File: src/common/cache_cfg.svh
`ifndef CACHE_CFG_SVH
`define CACHE_CFG_SVH

// byte address and cpu word
`define ADDR_W 32
`define WORD_W 32

// line geometry
`define LINE_WORDS 4
`define L1_LINES 16

// backing store
`define MEM_LINES 256
`define MEM_LATENCY 4 // accept to ready, in cycles

// statistics
`define CNT_W 16

`endif

File: src/common/cache_pkg.sv
`default_nettype none

`include "cache_cfg.svh"

package cache_pkg;

	typedef logic [`WORD_W-1:0] word_t;
	typedef logic [`LINE_WORDS*`WORD_W-1:0] line_t;
	typedef logic [`ADDR_W-$clog2(`LINE_WORDS*`WORD_W/8)-1:0] line_addr_t;
	typedef logic [`CNT_W-1:0] count_t;

	typedef enum logic {
		MEM_READ,
		MEM_WRITE
	} mem_op_e;

	typedef enum logic [2:0] {
		C_IDLE,
		C_LOOKUP,
		C_EVICT,
		C_FILL,
		C_RESPOND
	} cache_state_e;

	typedef enum logic [1:0] {
		G_NONE,
		G_INST,
		G_DATA
	} grant_e;

	typedef struct packed {
		logic [`ADDR_W-1:0] addr;
		word_t wdata;
		logic [`WORD_W/8-1:0] strobe;
		logic rd; // pulse
		logic wr; // pulse
	} cpu_req_t;

	typedef struct packed {
		word_t rdata;
		logic done; // one cycle
	} cpu_rsp_t;

	typedef struct packed {
		line_addr_t line_addr;
		line_t wdata;
		mem_op_e op;
		logic valid; // held until ready
	} mem_req_t;

	typedef struct packed {
		line_t rdata;
		logic ready;
	} mem_rsp_t;

endpackage

`default_nettype wire

File: src/hdl/mem_arbiter.sv
`timescale 1ns/1ps
`default_nettype none

module mem_arbiter (
	input wire clk_cpu,
	input wire rst,
	input wire cache_pkg::mem_req_t inst_mem_req,
	input wire cache_pkg::mem_req_t data_mem_req,
	output cache_pkg::mem_rsp_t inst_mem_rsp,
	output cache_pkg::mem_rsp_t data_mem_rsp,
	output cache_pkg::mem_req_t mem_req,
	input wire cache_pkg::mem_rsp_t mem_rsp
);

	import cache_pkg::*;

	grant_e owner;
	logic last_data; // data side won last
	logic pick_data;

	assign pick_data = data_mem_req.valid && (!inst_mem_req.valid || !last_data);

	always_ff @(posedge clk_cpu) begin
		if (rst) begin
			owner <= G_NONE;
			last_data <= 1'b0;
		end else begin
			case (owner)
				G_NONE: begin
					if (inst_mem_req.valid || data_mem_req.valid) begin
						owner <= pick_data ? G_DATA : G_INST;
						last_data <= pick_data;
					end
				end
				default: begin
					if (mem_rsp.ready)
						owner <= G_NONE; // release after the transfer
				end
			endcase
		end
	end

	always_comb begin
		case (owner)
			G_INST: mem_req = inst_mem_req;
			G_DATA: mem_req = data_mem_req;
			default: mem_req = '0;
		endcase
	end

	// only the owner sees the response
	always_comb begin
		inst_mem_rsp.rdata = (owner == G_INST) ? mem_rsp.rdata : '0;
		inst_mem_rsp.ready = (owner == G_INST) && mem_rsp.ready;
		data_mem_rsp.rdata = (owner == G_DATA) ? mem_rsp.rdata : '0;
		data_mem_rsp.ready = (owner == G_DATA) && mem_rsp.ready;
	end

endmodule

`default_nettype wire

File: config.mk
export PLATFORM = sky130hd
export DESIGN_NAME = mem_arbiter
export DESIGN_NICKNAME = d
export VERILOG_FILES = /design/src/common/cache_pkg.sv /design/src/hdl/mem_arbiter.sv
export VERILOG_INCLUDE_DIRS = /design/src /design/src/common
export SDC_FILE = /design/constraint.sdc
export NUM_CORES = 1
export LEC_CHECK = 0
export CORE_AREA = 2 2 339 341
export CTS_CLUSTER_DIAMETER = 50
export DETAILED_ROUTE_END_ITERATION = 10
export DIE_AREA = 0 0 341 343
export DONT_BUFFER_PORTS = 1
export GPL_ROUTABILITY_DRIVEN = 1
export SLEW_MARGIN = 15
export SYNTH_ARGS = -nofsm -noshare
export SYNTH_HDL_FRONTEND = slang
export SYNTH_SLANG_ARGS = --single-unit
File: constraint.sdc
create_clock -name clk_cpu -period 2.4 [get_ports clk_cpu]
set_input_delay 0.12 -clock clk_cpu [delete_from_list [all_inputs] [get_ports clk_cpu]]
set_output_delay 0.12 -clock clk_cpu [all_outputs]
set_load 0.02 [all_outputs]
==> results_dict.tcl <==
set metrics [dict create \
    cp_top_family "buffers and inverters" \
    drc_errors 0 \
    synthAdderAreaFrac_pct 0.837 \
    grt_pass1_vias 6382 \
    postSynthNetCount 1125 \
    numCtsBuffers 3 \
    synth_top_family_by_area "simple AND/OR/NAND/NOR gates" \
    drive_gt1_share_pct 34.0 \
    cts_setup_buffers 0 \
    slowest_stage "dfxtp_1" \
    dpl.hpwl_um 80800 \
    vias_per_cell 2.79 \
    fin_worst_skew_ns 0.000322 \
    wire_per_inst_um 35.1 \
    synth.area.mux_share_pct 0 \
    drt_wl_total_um 85100 \
    cp.required_ns 2.28 \
    ys_seq_area_share_pct 1.34 \
    clock_sinks 3 \
    fill_cells 13216 \
    routabilityCongestion 1.15 \
    synth-compound-area-share_pct 27.2 \
    drv_slew 0 \
    grt_pass1_wl_um 99300 \
    synth_warnings 0 \
    overflow 0 \
    arrival_ns 2.12 \
    cts-htree-levels 1 \
    ir_worst_vdd_v 0.000497 \
    tightest_slew_ns 0.450 \
    rrSetupSlack_ns 1.14 \
    root_buffer "clkbuf_16" \
    core.rowCount 124 \
    top_level_ports 863 \
    grt_use_total_pct 13.6 \
    min_period_over_period_pct 93.2 \
    powerDensity_nw_per_um2 422 \
    leakage_nw 3.16 \
    setup_viol 0 \
    yosysUniqueCellTypes 17 \
    drtAntennaViolNets 0 \
    cp_num_buf_inv 4 \
    grt_start_max_net_pins 65 \
    antenna_found_initial 55 \
    yosys.area_share.simple_pct 58.7 \
    dp.cells 2394 \
    clk_latency_ns 0.22 \
    stdcell_count 2422 \
    clk_pin_slew_ns 0.03 \
    port_buffers 0 \
    min_path_type "primary input to register" \
    grt_setup_unrepaired "no" \
    synth.avg_cell_area_um2 6.65 \
    status "finished, final reports clean" \
    fin_nets 1338 \
    path_class "register to primary output" \
    cts_tree "built" \
    synth_xor_area_share_pct 0 \
    fp.dieW_um 341 \
    crit_path_end_kind "primary output" \
    cts_buffer_depth 2 \
    critPathLaunchType "register" \
    drt_first_iter_violations 474 \
    die_h_um 343 \
    vias 6767 \
    period_needed_ns 2.24 \
    cp_cell_sequence "inv_1 -> ha_4 -> buf_12 -> buf_12 -> a22oi_1 -> nor2b_1 -> buf_4" \
    core_um2 113000 \
    syn_area_um2 4490 \
    slew_headroom_pct 70.2 \
    die_area_um2 117000 \
    finalCoreUtilization_pct 8.45 \
    slowest_delay_ns 0.34 \
    fmax_mhz 447 \
    first_pass_iters 5 \
    initial_utilization_pct 3.96 \
    fin_setup_tns_ns 0 \
    cap_violations 0 \
    ys_seq_elements 3 \
    postSynthCellCount 675 \
    hold_viol_final 0 \
    areaGrowthSynthToFinish_pct 114 \
    critPathMostFrequentCell "buf_12" \
    worstPathMaxFanout 50 \
]
## cell type report
type | instances | area [um^2] | area share [%]
Tap cell | 1512 | 1890 | 19.8
Sequential cell | 3 | 60.1 | 0.627
Inverter | 3 | 11.3 | 0.118
Clock buffer | 4 | 78.8 | 0.823
Multi-Input combinational cell | 588 | 3940 | 41.1
Timing Repair Buffer | 289 | 3540 | 36.9
Antenna cell | 23 | 57.6 | 0.601
## Yosys cell counts
library cell,instances,area [um^2]
dfxtp_1,3,60.1
inv_1,3,11.3
clkbuf_2,24,120
buf_6,16,180
nor2b_1,159,995
nand2_1,3,11.3
a31o_2,2,17.5
clkbuf_1,15,56.3
a22oi_1,158,1190
nor3_1,1,5.00
a21oi_1,2,10.0
ha_1,3,37.5
a211oi_1,1,7.51
and2_1,258,1610
buf_4,15,113
buf_2,11,55.1
or2_2,1,6.26
## metal layers
layer  vias to the layer above  GRT usage [%]  wire length, um
met1                      3251           16.5            34200
met5                         -              0              329
li1                       2732              -                -
met3                        77           8.28            12400
met4                        38          0.202              303
met2                       669           21.7            37900
## power breakdown
group          total [mW]  switching, mW  internal, mW
combinational        3.71           2.29          1.42
clock               0.266         0.0470         0.219
sequential         0.0651        0.00819        0.0569
## flip-flops by register name (all words and copies together) (netlist names)
signal     flops
last_data      1
owner          2
## timing repair
action                                 in CTS  in global routing
setup endpoints to repair                   0                  0
gates resized for setup                     0                  0
hold buffers                                1                  0
endpoints found under the hold margin       1                  0
## path summary, 6_finish.rpt
path,endpoint,start,cells after the start
min reg2reg,last_data,last_data,2
max,mem_req[51],owner[1],7
max reg2reg,last_data,owner[0],5
min,owner[0],data_mem_req[0],2
## cells by family after synthesis
group | after synthesis
and+or+nand+nor | 422
AOI/OAI and AO/OA | 163
buffers and inverters | 84
adders and majority gates | 3
DFF | 3
## stage by stage
step	cell area, um^2	worst slack, ns	power (mW)	hold slack [ns]
final	9580	0.163	4.04	0.177
after detailed placement	9430	0.438	3.91	0.205
after floorplan	4490	0.861	1.90	0.189
after CTS	9520	0.191	4.19	0.171
after global placement	9430	0.538	3.88	0.200
after global routing	9520	0.0871	4.30	0.179
## worst register-to-register path, cell delays in order, from the launching register on
cell	delay (ns)
dfxtp_1	0.34
inv_1	0.18
ha_4	0.17
nand2_1	0.08
or2_2	0.28
a21oi_1	0.14
## layout by cell type, fill, tap and decap left out, drive strengths merged
cell type      n
a22oi        158
clkbuf         4
nand2          3
nor2b        159
dlygate4sd3    1
buf          288
ha             3
a21oi          2
a31o           2
dfxtp          3
or2            1
a211oi         1
inv            3
diode         23
nor3           1
and2         258
No activity file was read; power rests on OpenSTA's default activity.
