[config.mk]
export PLATFORM = sky130hd
export DESIGN_NAME = l1_cache
export DESIGN_NICKNAME = d
export VERILOG_FILES = /design/src/common/cache_pkg.sv /design/src/l1_cache/l1_cache.sv
export VERILOG_INCLUDE_DIRS = /design/src /design/src/common
export SDC_FILE = /design/constraint.sdc
export NUM_CORES = 2
export LEC_CHECK = 0
export BUFFER_PORTS_ARGS = -buffer_cell sky130_fd_sc_hd__buf_4
export CAP_MARGIN = 15
export CORE_MARGIN = 1
export CORE_UTILIZATION = 30
export DETAILED_ROUTE_END_ITERATION = 8
export PLACE_DENSITY = 0.41
export SYNTH_ARGS = -nofsm -noshare
export SYNTH_HDL_FRONTEND = slang
export SYNTH_SLANG_ARGS = --single-unit
[constraint.sdc]
create_clock -name clk_cpu -period 14.8 [get_ports clk_cpu]
set_clock_uncertainty 0.2 [all_clocks]
set_input_delay 0.74 -clock clk_cpu [delete_from_list [all_inputs] [get_ports clk_cpu]]
set_output_delay 0.74 -clock clk_cpu [all_outputs]
set_load 0.02 [all_outputs]
[src/common/cache_cfg.svh]
`ifndef CACHE_CFG_SVH
`define CACHE_CFG_SVH

// byte address and cpu word
`define ADDR_W 32
`define WORD_W 32

// line geometry
`define LINE_WORDS 4
`define L1_LINES 16

// backing store
`define MEM_LINES 256
`define MEM_LATENCY 4 // accept to ready, in cycles

// statistics
`define CNT_W 16

`endif

[src/common/cache_pkg.sv]
`default_nettype none

`include "cache_cfg.svh"

package cache_pkg;

	typedef logic [`WORD_W-1:0] word_t;
	typedef logic [`LINE_WORDS*`WORD_W-1:0] line_t;
	typedef logic [`ADDR_W-$clog2(`LINE_WORDS*`WORD_W/8)-1:0] line_addr_t;
	typedef logic [`CNT_W-1:0] count_t;

	typedef enum logic {
		MEM_READ,
		MEM_WRITE
	} mem_op_e;

	typedef enum logic [2:0] {
		C_IDLE,
		C_LOOKUP,
		C_EVICT,
		C_FILL,
		C_RESPOND
	} cache_state_e;

	typedef enum logic [1:0] {
		G_NONE,
		G_INST,
		G_DATA
	} grant_e;

	typedef struct packed {
		logic [`ADDR_W-1:0] addr;
		word_t wdata;
		logic [`WORD_W/8-1:0] strobe;
		logic rd; // pulse
		logic wr; // pulse
	} cpu_req_t;

	typedef struct packed {
		word_t rdata;
		logic done; // one cycle
	} cpu_rsp_t;

	typedef struct packed {
		line_addr_t line_addr;
		line_t wdata;
		mem_op_e op;
		logic valid; // held until ready
	} mem_req_t;

	typedef struct packed {
		line_t rdata;
		logic ready;
	} mem_rsp_t;

endpackage

`default_nettype wire

[src/l1_cache/l1_cache.sv]
`timescale 1ns/1ps
`default_nettype none

`include "cache_cfg.svh"

module l1_cache #(
	parameter bit WRITABLE = 1'b1
) (
	input wire clk_cpu,
	input wire rst,
	input wire cache_pkg::cpu_req_t cpu_req,
	output cache_pkg::cpu_rsp_t cpu_rsp,
	output cache_pkg::mem_req_t mem_req,
	input wire cache_pkg::mem_rsp_t mem_rsp,
	output logic miss,
	output logic evict
);

	import cache_pkg::*;

	localparam int OFF_W = $clog2(`LINE_WORDS * `WORD_W / 8);
	localparam int WSEL_W = $clog2(`LINE_WORDS);
	localparam int IDX_W = $clog2(`L1_LINES);
	localparam int TAG_W = `ADDR_W - OFF_W - IDX_W;
	localparam int BYTES = `WORD_W / 8;

	cache_state_e state;
	cpu_req_t req_q;
	word_t rdata_q;

	line_t data_arr [`L1_LINES];
	logic [TAG_W-1:0] tag_arr [`L1_LINES];
	logic [`L1_LINES-1:0] valid_arr;
	logic [`L1_LINES-1:0] dirty_arr;

	logic [IDX_W-1:0] idx;
	logic [TAG_W-1:0] tag;
	logic [WSEL_W-1:0] wsel;
	logic hit;
	logic accept;
	line_t cur_line;
	word_t cur_word;
	word_t merged;

	assign idx = req_q.addr[OFF_W +: IDX_W];
	assign tag = req_q.addr[`ADDR_W-1 -: TAG_W];
	assign wsel = req_q.addr[OFF_W-1 -: WSEL_W];
	assign cur_line = data_arr[idx];
	assign cur_word = cur_line[wsel*`WORD_W +: `WORD_W];
	assign hit = valid_arr[idx] && (tag_arr[idx] == tag);
	assign accept = cpu_req.rd || (WRITABLE && cpu_req.wr); // fetch side drops writes

	// byte merge for stores
	always_comb begin
		for (int b = 0; b < BYTES; b++) begin
			merged[b*8 +: 8] = req_q.strobe[b] ? req_q.wdata[b*8 +: 8] : cur_word[b*8 +: 8];
		end
	end

	assign miss = (state == C_LOOKUP) && !hit;
	assign evict = miss && dirty_arr[idx];

	always_comb begin
		cpu_rsp.rdata = rdata_q;
		cpu_rsp.done = (state == C_RESPOND);
	end

	always_comb begin
		mem_req.valid = (state == C_EVICT) || (state == C_FILL);
		mem_req.op = (state == C_EVICT) ? MEM_WRITE : MEM_READ;
		mem_req.line_addr = (state == C_EVICT) ? {tag_arr[idx], idx} : req_q.addr[`ADDR_W-1:OFF_W];
		mem_req.wdata = cur_line; // victim line on write-back
	end

	always_ff @(posedge clk_cpu) begin
		if (rst) begin
			state <= C_IDLE;
			valid_arr <= '0;
			dirty_arr <= '0;
		end else begin
			case (state)
				C_IDLE: begin
					if (accept)
						state <= C_LOOKUP;
				end
				C_LOOKUP: begin
					if (hit) begin
						state <= C_RESPOND;
						if (req_q.wr)
							dirty_arr[idx] <= 1'b1;
					end else if (dirty_arr[idx]) begin
						state <= C_EVICT;
					end else begin
						state <= C_FILL;
					end
				end
				C_EVICT: begin
					if (mem_rsp.ready) begin
						dirty_arr[idx] <= 1'b0;
						state <= C_FILL;
					end
				end
				C_FILL: begin
					if (mem_rsp.ready) begin
						valid_arr[idx] <= 1'b1;
						dirty_arr[idx] <= 1'b0;
						state <= C_LOOKUP; // replay, now a hit
					end
				end
				C_RESPOND: state <= C_IDLE;
				default: state <= C_IDLE;
			endcase
		end
	end

	always_ff @(posedge clk_cpu) begin
		if (state == C_IDLE && accept) begin
			req_q <= cpu_req;
			req_q.wr <= cpu_req.wr && WRITABLE;
		end
		if (state == C_LOOKUP && hit) begin
			rdata_q <= req_q.wr ? merged : cur_word;
			if (req_q.wr)
				data_arr[idx][wsel*`WORD_W +: `WORD_W] <= merged;
		end
		if (state == C_FILL && mem_rsp.ready) begin
			data_arr[idx] <= mem_rsp.rdata;
			tag_arr[idx] <= tag;
		end
	end

endmodule

`default_nettype wire

==> impl_metrics.toml <==
[cts]
cts-buffers-inserted = 300
post_cts_setup_repair_bufs = 0
cts.root.buffer_cell = "clkbuf_16"
tritoncts_num_sinks = 2570
clkLatencyLatePin_ns = 0.92
tritoncts = "yes"
clock_tree.htree_level_count = 5
worst_setup_hold_path_clk_slew_ns = 0.06
cts_max_path_buffers = 4
ctsHoldBuffers = 69
cts.repair.resized = 0

[layout]
layout.area.seq_um2 = 76800
num-fill-cells = 30700
mostFrequentLayoutCell = "edfxtp_1"
layout-area-overhead-vs-synth_pct = 20.1
total_number_of_nets_in_the_final_design = 5440
drive_above_1_share_pct = 36.0
multi_input_area_um2 = 23000
most_frequent_cells_in_the_layout = "2531 x edfxtp_1, 747 x mux4_2, 628 x buf_4"

[power_and_ir_drop]
total_power_uw = 18100
cellLeakagePower_uw = 0.0382
vdd_drop_max_mv = 0.0870
internal-power_uw = 13300
p_sw_share_pct = 26.5
p_switching_uw = 4800
comb_power_share_pct = 15.2
power.clock.fraction_pct = 39.4
power.density_cell_area_nw_per_um2 = 151
sequential_group_share_of_total_power_pct = 45.4

[die]
die-area_um2 = 337000
row_count = 211
initial_utilization_pct = 30.2
die-height_um = 580
fp.dieW_um = 580
boundaryPins = 394
core-area_um2 = 332000

[placed_design]
post-dp-hpwl_mm = 203
gp_routability_congestion = 0.752
numPortBuffers = 391

[synth]
ys_types = 69
post_synth_instance_area_um2 = 100000
synth.yosys.seq_area_share_pct = 76.6
synth_async_sr_flop_share_pct = 0
synth.yosys.warnings = 0
synth_cells = 4463
synth_seq_cells = 2570
number_of_enable_flip_flop_cells_after_synthesis = 2531
synth_top_flop_cell = "edfxtp_1"
syn-mean-instance-area_um2 = 22.5
synth_fp_nets = 4668

[global_routing]
grt_pass1_wl_mm = 463
largest_net_degree_at_the_start_of_global_routing = 112
grt_antenna_before_repair = 43
sum_of_overflow_across_all_layers_after_global_routing = 0
grt_pass1_vias = 52400
grt_util_all_layers_pct = 20.2

[detailed_routing]
wl_mm = 345
drt_pre_antenna_iters = 5
route.detailed.wl_per_inst_um = 35.1
drcViolationCount = 0
route.antenna.remaining_nets = 0
vias = 50700
vias_per_cell = 5.15
drtIter0Drc = 4955

[timing]
timing_max_transition_violations_final = 0
final.period_utilization_pct = 50.8
unrepaired_setup_endpoints_after_global_routing = "no"
finalHoldViolations = 0
setup-violations-final = 0
worst_pin_slew_ns = 1.23
timing.setup.tns_ns = 0
fmax_ghz = 0.133
finalCriticalPeriod_ns = 7.53
relSlewSlack_pct = 16.9
whs_ns = 0.171

[critical_path]
critical_path.max_fanout = 55
crit_required_ns = 13.86
worst-setup-path-type = "register to primary output"
worst_setup_path_start_kind = "register"
critPathCaptureType = "primary output"
worst-endpoint-arrival_ns = 6.59

[hold_path]
min_from = "mem_rsp[78]"
min_path_type = "input port to register"

[outcome]
status = "completed"

[job]
timing.max_cap.violations = 0
## area by class of cell
class                   instances  area share (%)
diodes                         14          0.0291
clock buffers                 378            6.62
clock inverters               152            1.08
inverters                      14          0.0520
multi-input cells            1628            19.1
flip-flops and latches       2570            63.8
well taps                    4366            4.54
repair buffers                721            4.77
## cell families after synthesis
kind of cell,count (synthesis),synth area share [%]
flip-flops,2570,76.6
AND/OR/NAND/NOR,436,1.92
AO/OA/AOI/OAI,259,1.62
multiplexers,902,18.4
adder cells (fa/ha/maj),4,0.0499
buffers and inverters,265,1.20
XOR/XNOR,27,0.236
## worst max-delay path: stages, from the launching register on
cell       delay [ns]
dfxtp_4          0.87
buf_4            0.72
buf_4            0.82
nor2b_1          0.32
a22o_1           0.32
o311a_1          0.35
a2111oi_1        0.92
nor4_1           0.10
and4_1           0.23
buf_4            0.24
nand3_1          0.19
and3_1           0.32
buf_4            0.19
## routing by layer
layer	share of wire [%]	vias up	GRT usage, %
met2	49	1637	33.7
met5	0	-	0
li1	-	20500	-
met3	5.4	427	3.00
met4	3.6	0	6.72
met1	42	28100	27.1
## synth_stat cells, types with 4 or more instances
| library cell | instances | area share [%] |
|---|---|---|
| o31ai_1 | 4 | 0.030 |
| xnor2_1 | 8 | 0.070 |
| mux2i_1 | 92 | 0.92 |
| buf_1 | 14 | 0.052 |
| mux4_2 | 747 | 17 |
| edfxtp_1 | 2531 | 76 |
| o22ai_1 | 10 | 0.062 |
| a31oi_1 | 18 | 0.11 |
| a2111oi_0 | 5 | 0.044 |
| a21boi_0 | 4 | 0.030 |
| buf_2 | 115 | 0.57 |
| a22oi_1 | 22 | 0.16 |
| buf_4 | 14 | 0.10 |
| nor3_1 | 19 | 0.095 |
| o21ai_0 | 143 | 0.71 |
| and2_1 | 8 | 0.050 |
| clkbuf_1 | 106 | 0.40 |
| nor3b_1 | 4 | 0.030 |
| inv_1 | 12 | 0.045 |
| nand2b_1 | 8 | 0.050 |
| mux2_2 | 62 | 0.70 |
| ha_1 | 4 | 0.050 |
| xor2_1 | 19 | 0.17 |
| dfxtp_1 | 39 | 0.78 |
| nand3b_1 | 4 | 0.030 |
| nand3_1 | 18 | 0.090 |
| nor2_1 | 139 | 0.52 |
| nor4_1 | 7 | 0.044 |
| a22o_1 | 8 | 0.070 |
| a21oi_1 | 5 | 0.025 |
| nand2_1 | 193 | 0.72 |
| a211oi_1 | 11 | 0.082 |
| nor2b_1 | 19 | 0.12 |
## metrics by stage
step / setup WS (ns) / utilization (%) / std cells / area [um2]
4_1_cts: 7.03 / 36.2 / 9810 / 120000
2_1_floorplan: 9.29 / - / 4463 / 100000
3_5_place_dp: 7.46 / 33.2 / 9211 / 110000
3_3_place_gp: 7.49 / 33.2 / 9210 / 110000
5_1_grt: 6.85 / 36.3 / 9832 / 120000
6_report: 7.27 / 36.3 / 9843 / 120000
## power groups by stage
stage          clock (uW)  sequential, uW  combinational, uW
2_1_floorplan           0            8340               1430
5_1_grt              7560            8240               2890
6_report             7140            8240               2750
3_5_place_dp            0            8390               2800
3_3_place_gp            0            8390               2790
4_1_cts              7310            8240               2820
## worst paths after layout
| check | endpoint | slack [ns] | cells past startpoint |
|---|---|---|---|
| hold / removal | data_arr[4][77] | 0.17 | 4 |
| hold reg to reg | valid_arr[9] | 0.27 | 2 |
| setup / recovery | evict | 7.27 | 12 |
| setup reg to reg | data_arr[10][106] | 7.62 | 12 |
## state kept, by name (all words and copies together) (netlist names), named ones only
register / flops
data_arr: 2048
tag_arr: 384
req_q: 63
rdata_q: 32
valid_arr: 16
idx: 4
state: 3
(Power assumes the default switching activity.)
