$ cat config.mk
export PLATFORM = sky130hd
export DESIGN_NAME = miss_counter
export DESIGN_NICKNAME = d
export VERILOG_FILES = /design/src/common/cache_pkg.sv /design/src/hdl/miss_counter.sv
export VERILOG_INCLUDE_DIRS = /design/src /design/src/common
export SDC_FILE = /design/constraint.sdc
export NUM_CORES = 1
export LEC_CHECK = 0
export BUFFER_PORTS_ARGS = -buffer_cell sky130_fd_sc_hd__buf_2
export CAP_MARGIN = 40
export CORE_MARGIN = 2
export CORE_UTILIZATION = 57
export DETAILED_ROUTE_END_ITERATION = 16
export PLACE_DENSITY = 0.84
export SLEW_MARGIN = 5
export SYNTH_ARGS = -nofsm -noshare
export SYNTH_HDL_FRONTEND = slang
export SYNTH_SLANG_ARGS = --single-unit
$ cat constraint.sdc
create_clock -name clk_cpu -period 3.58 [get_ports clk_cpu]
set_input_delay 0.716 -clock clk_cpu [delete_from_list [all_inputs] [get_ports clk_cpu]]
set_output_delay 0.716 -clock clk_cpu [all_outputs]
set_load 0.01 [all_outputs]
$ cat src/common/cache_cfg.svh
`ifndef CACHE_CFG_SVH
`define CACHE_CFG_SVH

// byte address and cpu word
`define ADDR_W 32
`define WORD_W 32

// line geometry
`define LINE_WORDS 4
`define L1_LINES 16

// backing store
`define MEM_LINES 256
`define MEM_LATENCY 4 // accept to ready, in cycles

// statistics
`define CNT_W 16

`endif

$ cat src/common/cache_pkg.sv
`default_nettype none

`include "cache_cfg.svh"

package cache_pkg;

	typedef logic [`WORD_W-1:0] word_t;
	typedef logic [`LINE_WORDS*`WORD_W-1:0] line_t;
	typedef logic [`ADDR_W-$clog2(`LINE_WORDS*`WORD_W/8)-1:0] line_addr_t;
	typedef logic [`CNT_W-1:0] count_t;

	typedef enum logic {
		MEM_READ,
		MEM_WRITE
	} mem_op_e;

	typedef enum logic [2:0] {
		C_IDLE,
		C_LOOKUP,
		C_EVICT,
		C_FILL,
		C_RESPOND
	} cache_state_e;

	typedef enum logic [1:0] {
		G_NONE,
		G_INST,
		G_DATA
	} grant_e;

	typedef struct packed {
		logic [`ADDR_W-1:0] addr;
		word_t wdata;
		logic [`WORD_W/8-1:0] strobe;
		logic rd; // pulse
		logic wr; // pulse
	} cpu_req_t;

	typedef struct packed {
		word_t rdata;
		logic done; // one cycle
	} cpu_rsp_t;

	typedef struct packed {
		line_addr_t line_addr;
		line_t wdata;
		mem_op_e op;
		logic valid; // held until ready
	} mem_req_t;

	typedef struct packed {
		line_t rdata;
		logic ready;
	} mem_rsp_t;

endpackage

`default_nettype wire

$ cat src/hdl/miss_counter.sv
`timescale 1ns/1ps
`default_nettype none

`include "cache_cfg.svh"

module miss_counter (
	input wire clk_cpu,
	input wire rst,
	input wire inst_miss,
	input wire data_miss,
	input wire inst_evict,
	input wire data_evict,
	output cache_pkg::count_t inst_misses,
	output cache_pkg::count_t data_misses,
	output cache_pkg::count_t evictions
);

	import cache_pkg::*;

	// sticks at all ones
	function automatic count_t sat_add(input count_t val, input logic [1:0] inc);
		logic [`CNT_W:0] sum;
		sum = {1'b0, val} + inc;
		return sum[`CNT_W] ? '1 : sum[`CNT_W-1:0];
	endfunction

	always_ff @(posedge clk_cpu) begin
		if (rst) begin
			inst_misses <= '0;
			data_misses <= '0;
			evictions <= '0;
		end else begin
			inst_misses <= sat_add(inst_misses, {1'b0, inst_miss});
			data_misses <= sat_add(data_misses, {1'b0, data_miss});
			evictions <= sat_add(evictions, 2'(inst_evict) + 2'(data_evict));
		end
	end

endmodule

`default_nettype wire

==> metrics.txt, run 1 <==
average cell area after synthesis 8.76 um^2; post-route minimum period 2340 ps; R2R Setup Slk ~1500 ps; post-route fraction of the period consumed by the critical path about two thirds; nature of the critical path startpoint input port; number of buffers created by CTS 5; number of nets produced by synthesis between 200 and 300; maximum count of clock buffers along a single path 2; total inserted antenna cells 0; Worst Skew 8.76 ps; cell family with the largest share of critical-path delay simple AND/OR/NAND/NOR gates; TritonCTS clock tree yes; clock sink total 48; vias per inst 5.57; post-route antenna net violation count 0; most frequent cell on the critical path inv_1; total die area between 4000 and 5000 um^2; Max-cap violations 0; post-route setup TNS 0 ps; final routed wire length divided by cell count ~13 um; hold buffers post-CTS 0; Initial Utilization 60.1%; area growth from synthesis to layout 15.7%; first-pass GRT wire length about 7.6 mm; cell at the slowest stage of the critical path fa_1; leading cell types in the layout, fill and taps excluded buf_2, dfxtp_1, a21oi_1; clock latency on the worst-skew pair about 300 ps; dominant register cell in the synthesized netlist dfxtp_1; Final HPWL DP approximately 3.1 mm; synthesized instance count 253; Final Max Tran Viols 0; Netlist Area Pre-Place between 2000 and 2500 um^2; x dimension of the die roughly 66 um; leftover overflow at the end of global routing 0; number of warning messages in the yosys log 0; final setup violation count 0; overall global routing resource usage between 20% and 30%; number of antenna violations at the first check in global routing 0; total via count in the routed design 1945; cell row count 22; final wirelength 4.46 mm; CP required between 3000 and 4000 ps; synthesis-stage register bit count 48; post-CTS setup buffers 0; I/O pin cnt 54; Hold WC Path Type reg -> reg; Filler cells 321; Final #Nets 315; most frequent standard cell in the layout excluding fill and tap cells buf_2; Seq/Total Area, Yosys a little over two fifths; crit-path cells buf_2 > inv_1 > fa_1 > inv_1 > ha_1 > nand4_1 > nor4_1 > nor2_1 > a211oi_1; number of hold violations in the final report 0; Least-Margin Pin Slew about 870 ps; H-tree Lvls 2; total leakage power just over 0.001 uW; Worst IR Drop VDD roughly 0.26 mV; maximum number of pins on one net before global-route repair 49; Crit. End Element register; unrepaired setup endpoints after global routing no; floorplan die height around 66 um; number of buffers inserted by port buffering 53; normalized max-slew margin 42.0%; Tot Pwr 896 uW; Post-CTS Resized 0; first drt pass iteration count 4; core outline area between 3000 and 4000 um^2; proportion of layout cells with a drive suffix above 1 between 20% and 30%; ys async rst share 0%; total DRC errors in the routed layout 0; maximum fanout count along the critical path 6; distinct cell type count of the synthesized netlist 37; vias in the first global route around 1800; Worst-path clk slew ~80 ps; worst setup path class in -> reg; arrival time of the worst setup path between 2000 and 3000 ps; first-iteration detailed-routing DRC count roughly 170; delay of the slowest cell on the worst path approximately 450 ps; Clock Root Buffer clkbuf_8; number of flops mapped to enable cells by yosys 0; Pwr Density 349 nW/um^2; outcome finished, final reports clean; f_max ~430 MHz; final weighted congestion of routability-driven global placement between 0.8 and 0.9; Worst Path Buf+Inv 3
## per-stage QoR
stage	cells	util [%]	hold slack [ps]	setup slack, ps	cell area (um^2)
2_1_floorplan	253	-	551	1160	2220
3_3_place_gp	344	67.7	533	1030	2500
3_5_place_dp	344	67.7	544	947	2500
4_1_cts	349	69.5	555	1240	2560
5_1_grt	349	69.5	584	1110	2560
6_report	349	69.5	556	1240	2560
## state kept, by name (all words and copies together) (netlist names)
signal and cells:
inst_misses 16, evictions 16, data_misses 16
## path summary, 6_finish.rpt
path             startpoint              to  cells past startpoint
max              inst_evict   evictions[14]                      9
max reg2reg    evictions[0]   evictions[14]                      8
min          data_misses[8]  data_misses[8]                      2
min reg2reg  data_misses[8]  data_misses[8]                      2
## cells in the mapped netlist (5+ instances only)
library cell,count,area share [%]
dfxtp_1,48,43
a21oi_1,35,7.9
xnor2_1,22,8.7
nor2_1,18,3.0
nand2_1,15,2.5
inv_1,14,2.4
nor3_1,14,3.2
nand3_1,12,2.7
nand4_1,10,2.8
nor4_1,9,2.5
clkbuf_1,8,1.4
xor2_1,6,2.4
ha_1,5,2.8
## logic make-up after synthesis
logic type	share of synthesized area, %
simple gates	22.7
compound gates	13.8
flops	43.3
xor+xnor	11.1
buf+inv	4.46
fa+ha+maj	3.72
mux	0.903
## worst register-to-register path, delay by kind of cell (launching register included)
kind / cells / cell delay [ps]
buffers and inverters: 2 / 120
AO/OA/AOI/OAI: 1 / 210
adder cells (fa/ha/maj): 2 / 610
AND/OR/NAND/NOR: 3 / 770
flip-flops: 1 / 320
## cell type report
type	count	area (um^2)	share of cell area (%)
clock buffers	5	68.8	2.68
repair buffers	53	265	10.3
multi-input cells	181	1160	45.1
inverters	14	52.6	2.05
flip-flops and latches	48	961	37.5
well taps	48	60.1	2.34
## metal layers
metal	share of wire (%)	track usage (%)	wire length (um)
met3	4.6	4.43	204
met2	46	36.4	2060
met5	0	0	0
met1	48	28.7	2130
met4	1.6	9.18	72
## report_power, final
part	internal [uW]	leakage, uW	switching, uW
Sequential	543	0.000388	8.54
Clock	126	0.0000359	163
Combinational	23.3	0.000597	32.1
Total	693	0.00102	204
Power figures use the tool's default switching activity.
==> run 2, diff against run 1 <==
Settings changed: CORE_UTILIZATION 57 to 47, PLACE_DENSITY 0.84 to 0.74.
Clock period 3.58 ns to 2.1 ns, I/O delays scaled along.
==> run 2 against run 1 <==
Against the previous run:
- total power increased by 82%
- setup slack got worse by 1100 ps
- non-clock buffer count increased by 12
- first-iteration DRC count decreased by 41%
- cell count increased by 5.2%
- design area increased by 5.5%
- die area increased by 20%
- sequential power increased by 71%
- clock power increased by 100%
- combinational power increased by 93%
- largest power group unchanged
==> metrics.txt, run 2 (synthesized netlist as in run 1, its figures left out) <==
outcome finished, final reports clean; Final HPWL DP 3.45 mm (+12%); M1 WL 2.26 mm (+6.0%); Crit. End Element register; Initial Utilization 49.9% (-10 points); count of cells along the worst register-to-register path 7 (-1); first-pass GRT wire length 8.14 mm (+6.5%); clock network power share 35.8% (+3.6 points); post-route fraction of the period consumed by the critical path 93.2%; x dimension of the die 72.7 um (+9.5%); Final Max Tran Viols 0 (unchanged); fraction of power consumed by combinational cells 6.5% (+0.3 points); post-route antenna net violation count 0 (unchanged); Pwr Density 604 nW/um^2 (+73%); first-iteration detailed-routing DRC count 98 (-41%); CP required 2320 ps (-1470 ps); Max-cap violations 0 (unchanged); internal power 1270 uW (+83%); maximum number of pins on one net before global-route repair 28 (-43%); leftover overflow at the end of global routing 0 (unchanged); vias in the first global route 1799 (+1.9%); core outline area 4440 um^2 (+20%); final weighted congestion of routability-driven global placement 0.816 (-3.0%); total leakage power 0.00109 uW (+7.0%); number of cells on the worst hold path 4 (+2); R2R Setup Slk 140 ps (-1330 ps); Least-Margin Pin Slew 507 ps (-363 ps); origin of the worst min-delay path inst_miss; overall global routing resource usage 19.1% (-3.2 points); f_max a little over 500 MHz; nature of the critical path startpoint register; unrepaired setup endpoints after global routing no; crit-path cells inv_1 > fa_1 > inv_1 > ha_4 > nand2_1 > or4_4 > a21oi_1; Worst-path clk slew 80 ps (about the same); Filler cells 399 (+24%); number of hold violations in the final report 0 (unchanged); Worst IR Drop VDD 0.470 mV (+82%); worst setup path class reg -> reg; total via count in the routed design 2013 (+3.5%); vias per inst 5.49 (-1.6%); Worst R2R End evictions[0]; leading cell types in the layout, fill and taps excluded buf_2, dfxtp_1, a21oi_1; Tot Pwr 1630 uW (+82%); part of the total power dissipated in sequential elements 57.7% (-3.9 points); end point of the most critical hold path inst_misses[0]; cell at the slowest stage of the critical path or4_4; first drt pass iteration count 4 (unchanged); area growth from synthesis to layout 22.1%; maximum count of clock buffers along a single path 2 (unchanged); H-tree Lvls 2 (unchanged); clock latency on the worst-skew pair 300 ps (about the same); Final #Nets 327 (+3.8%); Hold WC Path Type in -> reg; Worst Skew 3.03 ps (-5.73 ps); number of buffers created by CTS 5 (unchanged); Clock Root Buffer clkbuf_8; floorplan die height 72.7 um (+9.5%); Sw Share 22.4% (-0.34 points); routed length on met3 238 um (+17%); most frequent cell on the critical path inv_1; clock sink total 48 (unchanged); switching power summed over all nets 366 uW (+80%); total DRC errors in the routed layout 0 (unchanged); post-route minimum period between 1500 and 2000 ps; origin of the critical flop-to-flop path evictions[0]; final wirelength 4.78 mm (+7.1%); normalized max-slew margin 66.2% (+24 points); arrival time of the worst setup path 2180 ps (-370 ps); post-CTS setup buffers 0 (unchanged); number of antenna violations at the first check in global routing 0 (unchanged); delay of the slowest cell on the worst path 620 ps (+170 ps); most frequent standard cell in the layout excluding fill and tap cells buf_2; I/O pin cnt 54 (unchanged); largest registers in the final layout data_misses x16, evictions x16, inst_misses x16; post-route setup TNS 0 ps (unchanged); number of buffers inserted by port buffering 53 (unchanged); Top Metal Used met4; final hold slack 481 ps (-75.3 ps); Met2 Routed Length 2.22 mm (+7.9%); proportion of layout cells with a drive suffix above 1 25.7% (+4.1 points); final setup violation count 0 (unchanged); cell row count 24 (+9.1%); total die area 5280 um^2 (+20%); final routed wire length divided by cell count 13.0 um (+1.8%); total inserted antenna cells 0 (unchanged); maximum fanout count along the critical path 11 (+5); TritonCTS clock tree yes
run 2: worst max-delay path, delay by kind of cell, from the launching register on:
kind / cells / cell delay [ps]
buf+inv: 2 / 160
fa+ha+maj: 2 / 510
compound gates: 1 / 190
simple gates: 2 / 680
flops: 1 / 350
run 2: worst max-delay path by stage:
stage,start,to,slack (ps)
after floorplan,inst_evict,evictions[10],20
after global placement,inst_evict,evictions[0],-30
after detailed placement,inst_evict,evictions[0],-90
after CTS,evictions[0],evictions[0],100
after global routing,evictions[0],evictions[9],20
final,evictions[0],evictions[0],140
run 2: through the flow:
step	utilization [%]	setup slack (ps)	instances	cell area, um^2
global route	60.9	19.5	367	2710
floorplan	-	22.1	253	2230
CTS	60.8	95.9	367	2700
finish	60.9	143	367	2710
detailed placement	58.6	-94.9	360	2600
global placement	58.6	-32.7	360	2600
run 2: area by class of cell:
cell class / instances / area (um^2) / share of cell area (%)
multi-input combinational: 181 / 1180 / 43.5
clock buffer: 7 / 96.3 / 3.56
sequential: 48 / 961 / 35.5
tap: 52 / 65.1 / 2.40
inverter: 14 / 52.6 / 1.94
timing repair buffer: 65 / 355 / 13.1
run 2: routing by layer:
layer  GRT usage, %  up-vias
met5              0        -
met4           6.17        0
met3           4.56        5
met2           30.3       43
met1           25.8      945
li1               -     1020
run 2: what timing repair did:
action	CTS	global route
endpoints found under the setup margin	0	2
hold buffers	0	0
resized for setup	0	1
endpoints found under the hold margin	0	0
run 2: power groups by stage:
| stage | clock network, uW | registers (uW) | logic, uW |
|---|---|---|---|
| 2_1_floorplan | 0 | 971 | 58.7 |
| 3_3_place_gp | 0 | 963 | 105 |
| 3_5_place_dp | 0 | 965 | 107 |
| 4_1_cts | 605 | 943 | 108 |
| 5_1_grt | 638 | 946 | 125 |
| 6_report | 584 | 943 | 107 |
